--- src/source/ice_data_pkg.sv ---
`default_nettype none

// ***************************************************************************
// Payload types and queue sizes
// ***************************************************************************

package ice_data_pkg;

	localparam int ice_byte_bits = 8;

	typedef logic [ice_byte_bits-1:0] ice_byte_t;

	// Received byte with its first-of-frame flag
	typedef struct packed {
		logic first;
		ice_byte_t data;
	} rx_word_t;

	// Host writes are bursty, so the transmit side gets the deeper queue
	localparam int tx_fifo_depth = 16;
	localparam int rx_fifo_depth = 8;

endpackage

`default_nettype wire

--- src/source/ice_line_pkg.sv ---
`default_nettype none

// ***************************************************************************
// Line timing for the EMO/EDI/ECI link
// ***************************************************************************

package ice_line_pkg;

	// Width of the divider value and of the phase counter
	localparam int clk_div_log2 = 22;

	typedef logic [clk_div_log2-1:0] clk_div_t;

	// Serializer frame states, one phase per state while a bit is on the line
	typedef enum logic [2:0] {
		reset         = 3'd0,
		start_tx      = 3'd1,
		eci_neg1      = 3'd2,  // ECI low, EDI high in GOC mode
		eci_neg2      = 3'd3,  // Data bit onto EDI
		eci_pos1      = 3'd4,
		eci_pos1_2    = 3'd5,  // GOC only
		eci_pos2      = 3'd6,
		fragment_wait = 3'd7   // EMO held high, waiting for start_tx
	} ein_state_t;

endpackage

`default_nettype wire

--- src/source/ice_ein_serializer.sv ---
`timescale 1ns/1ps
`default_nettype none

module ice_ein_serializer (
	input logic clk,
	input logic bit_ctr_reset,
	input ice_data_pkg::ice_byte_t fifo_din,
	input ice_line_pkg::clk_div_t clk_div,
	input logic goc_mode,
	input logic fragment,
	input logic fifo_empty,
	input logic start_tx,
	output logic fifo_re,
	output logic emo_out,
	output logic edi_out,
	output logic eci_out
);

ice_line_pkg::ein_state_t state;
ice_line_pkg::ein_state_t next_state;
ice_line_pkg::clk_div_t state_ctr;
ice_line_pkg::clk_div_t phase_last;
ice_line_pkg::clk_div_t bit_step_pt;
logic [2:0] bit_ctr;
logic phase_end;
logic next_emo_out;
logic next_edi_out;
logic next_eci_out;
logic bit_ctr_incr;
logic bit_ctr_clear;

assign phase_last = clk_div - ice_line_pkg::clk_div_t'(1);
assign bit_step_pt = clk_div - ice_line_pkg::clk_div_t'(3);  // Leaves room for the FIFO pop
assign phase_end = (state_ctr == phase_last);

// Pop the head byte as its last bit is done
assign fifo_re = bit_ctr_incr && (bit_ctr == 3'd7);

// ***************************************************************************
// State, phase counter, bit index and registered line outputs
// ***************************************************************************

always_ff @(posedge clk) begin
	if (bit_ctr_reset) begin
		state <= ice_line_pkg::reset;
		state_ctr <= '0;
		bit_ctr <= 3'd0;
		emo_out <= 1'b0;
		edi_out <= 1'b0;
		eci_out <= 1'b0;
	end else begin
		state <= next_state;
		emo_out <= next_emo_out;
		edi_out <= next_edi_out;
		eci_out <= next_eci_out;
		if (next_state != state)
			state_ctr <= '0;  // Every phase starts from zero
		else
			state_ctr <= state_ctr + 1'b1;
		if (bit_ctr_clear)
			bit_ctr <= 3'd0;
		else if (bit_ctr_incr)
			bit_ctr <= bit_ctr + 1'b1;
	end
end

// ***************************************************************************
// Frame sequencing
// ***************************************************************************

always_comb begin
	next_state = state;
	next_emo_out = 1'b1;  // EMO high throughout a frame
	next_edi_out = 1'b0;
	next_eci_out = 1'b0;
	bit_ctr_incr = 1'b0;
	bit_ctr_clear = 1'b0;
	case (state)
		ice_line_pkg::reset: begin
			next_emo_out = 1'b0;
			if (start_tx)
				next_state = ice_line_pkg::start_tx;
		end

		ice_line_pkg::start_tx: begin
			bit_ctr_clear = 1'b1;
			if (phase_end)
				next_state = ice_line_pkg::eci_neg1;
		end

		ice_line_pkg::eci_neg1: begin
			if (goc_mode)
				next_edi_out = 1'b1;
			else
				next_edi_out = edi_out;
			if (phase_end)
				next_state = ice_line_pkg::eci_neg2;
		end

		ice_line_pkg::eci_neg2: begin
			next_edi_out = fifo_din[bit_ctr];
			if (phase_end)
				next_state = ice_line_pkg::eci_pos1;
		end

		ice_line_pkg::eci_pos1: begin
			next_eci_out = 1'b1;
			next_edi_out = fifo_din[bit_ctr];
			if (phase_end) begin
				if (goc_mode)
					next_state = ice_line_pkg::eci_pos1_2;
				else
					next_state = ice_line_pkg::eci_pos2;
			end
		end

		// Extra low phase gives the second ECI edge of a GOC bit
		ice_line_pkg::eci_pos1_2: begin
			next_edi_out = fifo_din[bit_ctr];
			if (phase_end)
				next_state = ice_line_pkg::eci_pos2;
		end

		ice_line_pkg::eci_pos2: begin
			next_eci_out = 1'b1;
			next_edi_out = edi_out;  // Hold, the head byte may change here
			if (state_ctr == bit_step_pt) begin
				bit_ctr_incr = 1'b1;
			end else if (phase_end) begin
				if (fifo_empty && fragment)
					next_state = ice_line_pkg::fragment_wait;
				else if (fifo_empty)
					next_state = ice_line_pkg::reset;
				else
					next_state = ice_line_pkg::eci_neg1;
			end
		end

		ice_line_pkg::fragment_wait: begin
			if (start_tx)
				next_state = ice_line_pkg::start_tx;
		end
	endcase
end

endmodule

`default_nettype wire

--- src/source/ice_eout_sampler.sv ---
`timescale 1ns/1ps
`default_nettype none

module ice_eout_sampler (
	input logic clk,
	input logic bit_ctr_reset,
	input logic emo_in,
	input logic edi_in,
	input logic eci_in,
	input logic goc_mode,
	output ice_data_pkg::rx_word_t rx_word,
	output logic rx_push,
	input logic fifo_full,
	output logic rx_overflow
);

logic [1:0] emo_sync;
logic [1:0] edi_sync;
logic [2:0] eci_sync;  // Third stage only for edge detection
logic eci_rise;
logic take_bit;
logic skip_edge;
logic first_flag;
logic [2:0] bit_cnt;
logic push_pending;
logic word_first;
ice_data_pkg::ice_byte_t data_sr;

// ***************************************************************************
// Line synchronizers and ECI edge detection
// ***************************************************************************

always_ff @(posedge clk) begin
	if (bit_ctr_reset) begin
		emo_sync <= 2'b00;
		edi_sync <= 2'b00;
		eci_sync <= 3'b000;
	end else begin
		emo_sync <= {emo_sync[0], emo_in};
		edi_sync <= {edi_sync[0], edi_in};
		eci_sync <= {eci_sync[1:0], eci_in};
	end
end

assign eci_rise = eci_sync[1] && !eci_sync[2];

// Second edge of a GOC pair carries no new bit
assign take_bit = emo_sync[1] && eci_rise && !skip_edge;

// ***************************************************************************
// Bit counting and byte push
// ***************************************************************************

always_ff @(posedge clk) begin
	if (bit_ctr_reset) begin
		bit_cnt <= 3'd0;
		skip_edge <= 1'b0;
		first_flag <= 1'b1;
		push_pending <= 1'b0;
		rx_overflow <= 1'b0;
	end else begin
		push_pending <= 1'b0;
		if (!emo_sync[1]) begin  // Rearm between frames
			bit_cnt <= 3'd0;
			skip_edge <= 1'b0;
			first_flag <= 1'b1;
		end else if (eci_rise) begin
			skip_edge <= goc_mode && !skip_edge;
			if (take_bit) begin
				bit_cnt <= bit_cnt + 1'b1;
				if (bit_cnt == 3'd7) begin
					push_pending <= 1'b1;
					first_flag <= 1'b0;
				end
			end
		end
		if (push_pending && fifo_full)
			rx_overflow <= 1'b1;  // Sticky until reset
	end
end

// LSB arrives first
always_ff @(posedge clk) begin
	if (take_bit) begin
		data_sr <= {edi_sync[1], data_sr[7:1]};
		if (bit_cnt == 3'd7)
			word_first <= first_flag;
	end
end

assign rx_word.first = word_first;
assign rx_word.data = data_sr;
assign rx_push = push_pending && !fifo_full;

endmodule

`default_nettype wire

--- src/source/ice_fifo.sv ---
`timescale 1ns/1ps
`default_nettype none

module ice_fifo #(
	parameter type payload_t = logic [7:0],
	parameter int depth = 16
) (
	input logic clk,
	input logic bit_ctr_reset,
	input payload_t wr_data,
	input logic wr_en,
	input logic rd_en,
	output payload_t rd_data,
	output logic empty,
	output logic full
);

localparam int ptr_w = $clog2(depth);
localparam int cnt_w = $clog2(depth + 1);

payload_t mem [depth];
logic [ptr_w-1:0] wr_ptr;
logic [ptr_w-1:0] rd_ptr;
logic [cnt_w-1:0] count;
logic do_write;
logic do_read;

// Wrap at depth, which need not be a power of two
function automatic logic [ptr_w-1:0] ptr_step(input logic [ptr_w-1:0] ptr);
	if (ptr == ptr_w'(depth - 1))
		return '0;
	return ptr + 1'b1;
endfunction

assign do_write = wr_en && !full;  // Dropped when full
assign do_read = rd_en && !empty;

assign empty = (count == '0);
assign full = (count == cnt_w'(depth));

// Show-ahead head entry
assign rd_data = mem[rd_ptr];

always_ff @(posedge clk) begin
	if (do_write)
		mem[wr_ptr] <= wr_data;
end

always_ff @(posedge clk) begin
	if (bit_ctr_reset) begin
		wr_ptr <= '0;
		rd_ptr <= '0;
		count <= '0;
	end else begin
		if (do_write)
			wr_ptr <= ptr_step(wr_ptr);
		if (do_read)
			rd_ptr <= ptr_step(rd_ptr);
		case ({do_write, do_read})
			2'b10: count <= count + 1'b1;
			2'b01: count <= count - 1'b1;
			default: count <= count;  // Idle or both at once
		endcase
	end
end

endmodule

`default_nettype wire

--- src/source/ice_link_top.sv ---
`timescale 1ns/1ps
`default_nettype none

module ice_link_top (
	input logic clk,
	input logic bit_ctr_reset,

	// Host transmit side
	input ice_data_pkg::ice_byte_t tx_data,
	input logic tx_write,
	output logic tx_full,
	input ice_line_pkg::clk_div_t clk_div,
	input logic goc_mode,
	input logic fragment,
	input logic start_tx,

	// Host receive side
	input logic rx_read,
	output ice_data_pkg::ice_byte_t rx_data,
	output logic rx_first,
	output logic rx_valid,
	output logic rx_overflow,

	// Line outputs
	output logic emo_out,
	output logic edi_out,
	output logic eci_out,

	// Line inputs
	input logic emo_in,
	input logic edi_in,
	input logic eci_in
);

ice_data_pkg::ice_byte_t tx_head;
logic tx_empty;
logic tx_re;
ice_data_pkg::rx_word_t rx_word;
logic rx_push;
logic rx_full;
ice_data_pkg::rx_word_t rx_head;
logic rx_empty;

// ***************************************************************************
// Transmit path
// ***************************************************************************

ice_fifo #(
	.payload_t(ice_data_pkg::ice_byte_t),
	.depth(ice_data_pkg::tx_fifo_depth)
) tx_fifo_i (
	.clk(clk),
	.bit_ctr_reset(bit_ctr_reset),
	.wr_data(tx_data),
	.wr_en(tx_write),
	.rd_en(tx_re),
	.rd_data(tx_head),
	.empty(tx_empty),
	.full(tx_full)
);

ice_ein_serializer ice_ein_serializer_i (
	.clk(clk),
	.bit_ctr_reset(bit_ctr_reset),
	.fifo_din(tx_head),
	.clk_div(clk_div),
	.goc_mode(goc_mode),
	.fragment(fragment),
	.fifo_empty(tx_empty),
	.start_tx(start_tx),
	.fifo_re(tx_re),
	.emo_out(emo_out),
	.edi_out(edi_out),
	.eci_out(eci_out)
);

// ***************************************************************************
// Receive path
// ***************************************************************************

ice_eout_sampler ice_eout_sampler_i (
	.clk(clk),
	.bit_ctr_reset(bit_ctr_reset),
	.emo_in(emo_in),
	.edi_in(edi_in),
	.eci_in(eci_in),
	.goc_mode(goc_mode),
	.rx_word(rx_word),
	.rx_push(rx_push),
	.fifo_full(rx_full),
	.rx_overflow(rx_overflow)
);

ice_fifo #(
	.payload_t(ice_data_pkg::rx_word_t),
	.depth(ice_data_pkg::rx_fifo_depth)
) rx_fifo_i (
	.clk(clk),
	.bit_ctr_reset(bit_ctr_reset),
	.wr_data(rx_word),
	.wr_en(rx_push),
	.rd_en(rx_read),
	.rd_data(rx_head),
	.empty(rx_empty),
	.full(rx_full)
);

assign rx_valid = !rx_empty;
assign rx_first = rx_head.first;  // Head entry split for the host
assign rx_data = rx_head.data;

endmodule

`default_nettype wire

--- config.mk ---
export PLATFORM = sky130hd
export DESIGN_NAME = ice_link_top
export DESIGN_NICKNAME = d
export VERILOG_FILES = /design/src/source/ice_data_pkg.sv /design/src/source/ice_line_pkg.sv /design/src/source/ice_ein_serializer.sv /design/src/source/ice_eout_sampler.sv /design/src/source/ice_fifo.sv /design/src/source/ice_link_top.sv
export SDC_FILE = /design/constraint.sdc
export NUM_CORES = 1
export LEC_CHECK = 0
export BUFFER_PORTS_ARGS = -buffer_cell sky130_fd_sc_hd__clkbuf_2
export CAP_MARGIN = 15
export CORE_ASPECT_RATIO = 0.8
export CORE_MARGIN = 10
export CORE_UTILIZATION = 57
export DETAILED_ROUTE_END_ITERATION = 6
export GPL_TIMING_DRIVEN = 0
export PLACE_DENSITY = 0.72
export SLEW_MARGIN = 20
export SYNTH_ARGS = -nofsm -noshare
export SYNTH_HDL_FRONTEND = slang
export SYNTH_HIERARCHICAL = 1
export SYNTH_SLANG_ARGS = --single-unit
--- constraint.sdc ---
create_clock -name clk -period 12.6 [get_ports clk]
set_input_delay 0.63 -clock clk [delete_from_list [all_inputs] [get_ports clk]]
set_output_delay 0.63 -clock clk [all_outputs]
set_load 0.005 [all_outputs]
# Word-level counts from Yosys, hierarchy flattened
# Memories as Yosys holds them, arrays and structs flattened. A register that Yosys moved wholly into a read port is not among the register bits.
# Index checks and enable logic that the tools add are counted.
[op_classes] add_sub_neg=13 magnitude_cmp=1 n_eq_ne=23 muxes=52 bitwise=4 reduce_logical=34
[ops] operator="$mux W3" n=15
[ops] operator="$eq A22 B22 Y1" n=2
[ops] operator="$eq A3 B3 Y1 const B" n=8
[ops] operator="$mux W1" n=24
[ops] operator="$mux W4" n=6
[ops] operator="$add A22 B1 Y22 const B" n=1
[ops] operator="$sub A22 B1 Y22 const B" n=1
[ops] operator="$sub A22 B2 Y22 const B" n=1
[ops] operator="$pmux W3 S7" n=1
[ops] operator="$add A3 B1 Y3 const B" n=4
[ops] operator="$add A4 B1 Y4 const B" n=3
[ops] operator="$eq A4 B4 Y1 const B" n=3
[ops] operator="$logic_and A1 B1 Y1" n=12
[ops] operator="$pmux W5 S2" n=1
[ops] operator="$reduce_or A2 Y1" n=5
[ops] operator="$pmux W4 S2" n=1
[ops] operator="$eq A3 B2 Y1 const B" n=2
[ops] operator="$logic_not A1 Y1" n=6
[ops] operator="$reduce_and A2 Y1" n=3
[ops] operator="$add A5 B1 Y5 const B" n=1
[ops] operator="$eq A5 B5 Y1 const B" n=1
[ops] operator="$logic_not A5 Y1" n=1
[ops] operator="$sub A5 B1 Y5 const B" n=1
[ops] operator="$eq A2 B1 Y1 const B" n=2
[ops] operator="other kinds (16)" n=22
[word_totals] reg_bits=77 mem_bits_rw=200 input_bits=40 output_inout_bits=15 elab_cells=151 n_memories=2
[mem_list] memory="tx_fifo_i.mem" depth=16 word_bits=8 rd=1 rd_clocked_by_memory_dff=1 write_ports=1 line_no="ice_fifo.sv:21" rtl="payload_t mem [depth];"
[mem_list] memory="rx_fifo_i.mem" depth=8 word_bits=9 rd=1 rd_clocked_by_memory_dff=1 write_ports=1 line_no="ice_fifo.sv:21"

# Depth between registers and ports, before layout
[logic_depth] ltp_word=11 ltp_mapped=19 ltp_nobuf=18

# Modules after synthesis
# The synthesis kept the hierarchy.
[modules_own_cells] module="ice_fifo at tx_fifo_i" n_inst=1 cells_per_inst=296 area_per_inst_um2=5855.6 seq_area_each_um2=4184.0
[modules_own_cells] module="ice_fifo at rx_fifo_i" n_inst=1 cells_per_inst=183 area_per_inst_um2=3407.0 seq_area_each_um2=2422.3
[modules_own_cells] module="ice_ein_serializer" n_inst=1 cells_per_inst=356 area_per_inst_um2=2713.9 seq_area_each_um2=620.6
[modules_own_cells] module="ice_eout_sampler" n_inst=1 cells_per_inst=53 area_per_inst_um2=755.7 seq_area_each_um2=550.5
[modules_own_cells] module="ice_link_top" n_inst=1 cells_per_inst=1 area_per_inst_um2=3.8 seq_area_each_um2=0.0

# Least setup slack after synthesis
# No wires, ideal clock.
[synth_path] path_type="in2reg" startpoint="in clk_div[10]" endpoint="reg tx_fifo_i.count[4]" setup_ns=0.121 t_arrival_ns=4.295 required_ns=12.479 slack_ns=8.185 stages=19 path_buffers=2 cell_sequence="clkbuf_1 > nor4_1 > nand3_1 > nor2_1 > xnor2_1 > or3_1 > or3_1 > nor3_1 > and3_1 > o21ai_4 > inv_1 > ha_1 > clkbuf_1 > xor2_1 > ha_1 > and3b_1 > o21ai_0 > a31oi_1 > mux2_2"
[synth_via] elab_chain_len=8 word_cells_on_any_way=10 cone_classes="1 x add/sub; 3 x eq/ne; 3 x mux; 3 x reduce/logical"
[synth_lines] element="start: declaration" line_no="ice_link_top.sv:12" rtl="input ice_line_pkg::clk_div_t clk_div,"
[synth_lines] element="$sub A22 B2 Y22 (*)" line_no="ice_ein_serializer.sv:33" rtl="assign bit_step_pt = clk_div - ice_line_pkg::clk_div_t'(3);"
[synth_lines] element="$eq A22 B22 Y1 (*)" line_no="ice_ein_serializer.sv:127" rtl="if (state_ctr == bit_step_pt) begin"
[synth_lines] element="$mux W1 (*)" line_no="ice_ein_serializer.sv:127"
[synth_lines] element="$mux W1 (*)" line_no="ice_ein_serializer.sv:78" rtl="case (state)"
[synth_lines] element="$logic_and A1 B1 Y1 (*)" line_no="ice_ein_serializer.sv:37" rtl="assign fifo_re = bit_ctr_incr && (bit_ctr == 3'd7);"
[synth_lines] element="named net tx_re" line_no="ice_link_top.sv:37" rtl="logic tx_re;"
[synth_lines] element="$logic_and A1 B1 Y1 (*)" line_no="ice_fifo.sv:36" rtl="assign do_read = rd_en && !empty;"
[synth_lines] element="$eq A2 B1 Y1 or $eq A2 B2 Y1 (tied branches)" line_no="ice_fifo.sv:59" rtl="case ({do_write, do_read})"
[synth_lines] element="$pmux W5 S2 or $reduce_bool A2 Y1 (tied branches)"
[synth_lines] element="end signal: assignment" line_no="ice_fifo.sv:60" rtl="2'b10: count <= count + 1'b1;"
[synth_lines] element="end signal: assignment" line_no="ice_fifo.sv:61" rtl="2'b01: count <= count - 1'b1;"
[synth_lines] element="end signal: assignment" line_no="ice_fifo.sv:62" rtl="default: count <= count;"
[synth_lines] element="end: declaration" line_no="ice_fifo.sv:24" rtl="logic [cnt_w-1:0] count;"
# Mark *: on every way through the listed nets, which the timed path passes. The rest lies on a longest branch.
# A chain may end at the register's enable or synchronous reset.

# Final worst setup path
[layout_path] startpoint="in clk_div[4]" endpoint="reg tx_fifo_i.count[4]"
# Same word-level chain as after synthesis.

==> impl_results.md <==
* Failing checks: DRC
* DR WL/cell at 20.19 um
* Vias in the first global route at 7345
* CP Capture Type: flip-flop
* Area of the multi-input gates at 4663 um2
* Syn. warnings at 6
* GRT Residual Overflow at 0
* Clock Sinks at 284
* Pwr/cell area at 136.4 nW/um2
* Peak VDD IR at 0.0001278 V
* Ys async rst share at 0%
* Share of the synthesized area in the top cell type at 49.28%
* Distinct cells, synth at 74
* Critical Path RT at 13.04 ns
* Die Ht at 153.7 um
* Setup Buffers After CTS at 0
* Final std cells w/o fill at 1302
* Largest net degree at the start of global routing at 19
* Num ports at 55
* Top cell type by total area after synthesis: edfxtp_1
* Initial antenna violation count at 0
* Top post-synthesis cells by area: edfxtp_1, dfxtp_1, mux4_2, xnor2_1, nor2_1
* Slew Limit Fails at 0
* Initial Utilization at 58.42%
* FMAX at 214.6 MHz
* Seq/Total Area, Yosys at 61.07%
* Final setup fails at 0
* Met1 usage at 25.91%
* R2R setup slack at 8.43 ns
* Core Util, Final at 66.43%
* Commonest non-fill, non-tap cell in the layout: edfxtp_1
* Seq cells post-synth at 284
* Syn Nets at 951
* Met3 Usage GRT at 2.961%
* Final period utilization at 36.98%
* Hold Buf Count CTS at 0
* Core Region at 21800 um2
* Setup_tns at 0 ns
* CTS tree: done
* Cts repair resizes at 0
* Post-route ant nets at 0
* Synthesized cell area at 12740 um2
* Cts bufs inserted at 29
* ANT cells at 0
* Clock-pin slew on the worst setup and hold paths at 0.07 ns
* Hpwl dp at 18.22 mm
* Outcome: finished, violations left
* # fillers at 1540
* Primary FF master, synth: edfxtp_1
* Rows at 48
* Mean Syn Cell Area at 14.33 um2
* Via count at 7596
* Crit start category: input pin
* P&R area growth vs syn at 13.70%
* Fin. Hold Viols at 0
* Layout cells sized above 1 at 23.15%
* Leakage at 4.865 nW
* Vias per cell at 5.834
* Initial DRC Count at 728
* Post-synthesis cell count at 889
* Grt peak-use layer: met2
* Nets at 1041
* Slew HR at 33.01%
* Max Clock Skew at 0.01624 ns
* Post-synth EDFFs at 209
* Full die area at 28760 um2
* Die X at 187.1 um
* Global routing usage on met2 at 27.73%
* Register area at 7777 um2
* Total Routing Usage GR at 17.83%
* RSZ-0062 raised after global routing: false
* Kind of critical path: input pin to flip-flop
* Placed Cells at 1248
* Arr. time, crit path at 5.10 ns
* Wire length of the first global-routing pass at 41.21 mm
* Total routed wirelength at 26.28 mm
* DRT Pass-1 Iters at 7
* Hold slack at 0.3065 ns
* Max-cap viol count at 0
* Worst hold-check path type: input pin to flip-flop
* Htree depth at 1
* Minimum clock period at 4.660 ns
* Most frequent cells in the layout: edfxtp_1, nor2_1, dfxtp_1
* Slew @ Worst Pin at 1.001 ns
* Worst-Skew Late Latency at 0.55 ns
* # port buffers at 50
* Clk buf depth at 3
* Routability cong. at 0.8676
* CP Max Fanout at 8
* Number of remaining DRC errors at 3
* Total design power at 1.975 mW
* CTS Root Cell: clkbuf_16
worst max-delay path: stages:
cell,delay [ns]
clkbuf_2,0.15
nor3_1,0.61
nand3_1,0.39
nor3_1,0.27
a31oi_1,0.10
or3_1,0.36
or3_1,0.31
nor3_1,0.18
and3_1,0.26
o21ai_4,0.10
inv_1,0.12
ha_1,0.16
clkbuf_1,0.28
xor2_1,0.18
ha_1,0.20
and3b_1,0.15
o21ai_0,0.07
a31oi_1,0.21
mux2_2,0.35
cells by family after synthesis:
logic type | after synthesis | share of synthesized area, %
AOI/OAI and AO/OA | 101 | 5.551
xor gates and xnor gates | 66 | 4.539
adders and majority gates | 22 | 2.161
buffers and inverters | 63 | 2.721
DFF | 284 | 61.07
muxes | 85 | 12.70
and+or+nand+nor | 268 | 11.26
final timing paths:
path | depth (start not counted) | start | endpoint
setup / recovery | 19 | clk_div[4] | tx_fifo_i/count[4]$_SDFFE_PP0P_
hold / removal | 2 | eci_in | ice_eout_sampler_i/eci_sync[0]$_SDFF_PP0_
setup reg to reg | 17 | ice_ein_serializer_i/state_ctr[3]$_SDFF_PP0_ | tx_fifo_i/count[4]$_SDFFE_PP0P_
hold reg to reg | 0 | ice_eout_sampler_i/edi_sync[1]$_SDFF_PP0_ | ice_eout_sampler_i/data_sr[7]$_DFFE_PP_
state kept, by name, summed over array words and instances, names as in the netlist, named ones only:
name                             flops
ice_eout_sampler_i/bit_cnt           3
ice_eout_sampler_i/emo_sync          2
ice_ein_serializer_i/emo_out         1
ice_eout_sampler_i/edi_sync          2
rx_fifo_i/wr_ptr                     3
tx_fifo_i/count                      5
ice_eout_sampler_i/first_flag        1
ice_eout_sampler_i/word_first        1
ice_eout_sampler_i/push_pending      1
ice_eout_sampler_i/rx_overflow       1
tx_fifo_i/mem                      128
ice_ein_serializer_i/state           3
ice_eout_sampler_i/eci_sync          3
ice_eout_sampler_i/skip_edge         1
rx_fifo_i/count                      4
rx_fifo_i/mem                       72
tx_fifo_i/wr_ptr                     4
ice_ein_serializer_i/edi_out         1
ice_ein_serializer_i/state_ctr      22
ice_eout_sampler_i/data_sr           8
rx_fifo_i/rd_ptr                     3
tx_fifo_i/rd_ptr                     4
ice_ein_serializer_i/bit_ctr         3
ice_ein_serializer_i/eci_out         1
synth_stat cells, types with 5 or more instances:
library cell,n
mux2_2,12
nor2_1,79
nand3_1,16
nand3b_1,6
a21oi_1,29
buf_1,7
mux2i_1,12
nor4_1,14
or3_1,9
nand2b_1,6
ha_1,22
and2_1,18
xnor2_1,42
nor4b_1,5
a21o_1,5
nor3_1,21
nand2_1,36
nand4_1,5
o211ai_1,7
mux4_2,60
inv_1,20
nor2b_1,15
clkbuf_1,14
o31ai_1,5
dfxtp_1,75
buf_2,7
and3_1,11
o21ai_0,16
buf_6,12
edfxtp_1,209
xor2_1,24
per-stage QoR:
| step | worst slack [ns] | instance area (um2) |
|---|---|---|
| 2_1_floorplan | 8.185 | 12740 |
| 3_3_place_gp | 7.523 | 13360 |
| 3_5_place_dp | 7.467 | 13480 |
| 4_1_cts | 8.001 | 14480 |
| 5_1_grt | 7.552 | 14480 |
| 6_report | 7.940 | 14480 |
cell type report:
cell class	instances	area share, %
tap	300	2.592
clock buffer	39	5.478
clock inverter	15	1.469
inverter	20	0.5184
buffer	43	1.875
multi-input combinational	542	32.20
sequential	284	53.71
timing repair buffer	59	2.160
power breakdown:
part	switching (mW)	leakage [nW]	internal, mW
clock network	0.345	0.476	0.544
registers	0.00402	2.52	1.01
logic	0.0468	1.87	0.0301
per-layer routing:
metal	up-vias	share of wire (%)
met1	3780	47
li1	3579	-
met3	35	5.4
met2	202	46
met5	-	0
met4	0	1.7
(Power assumes the default switching activity.)
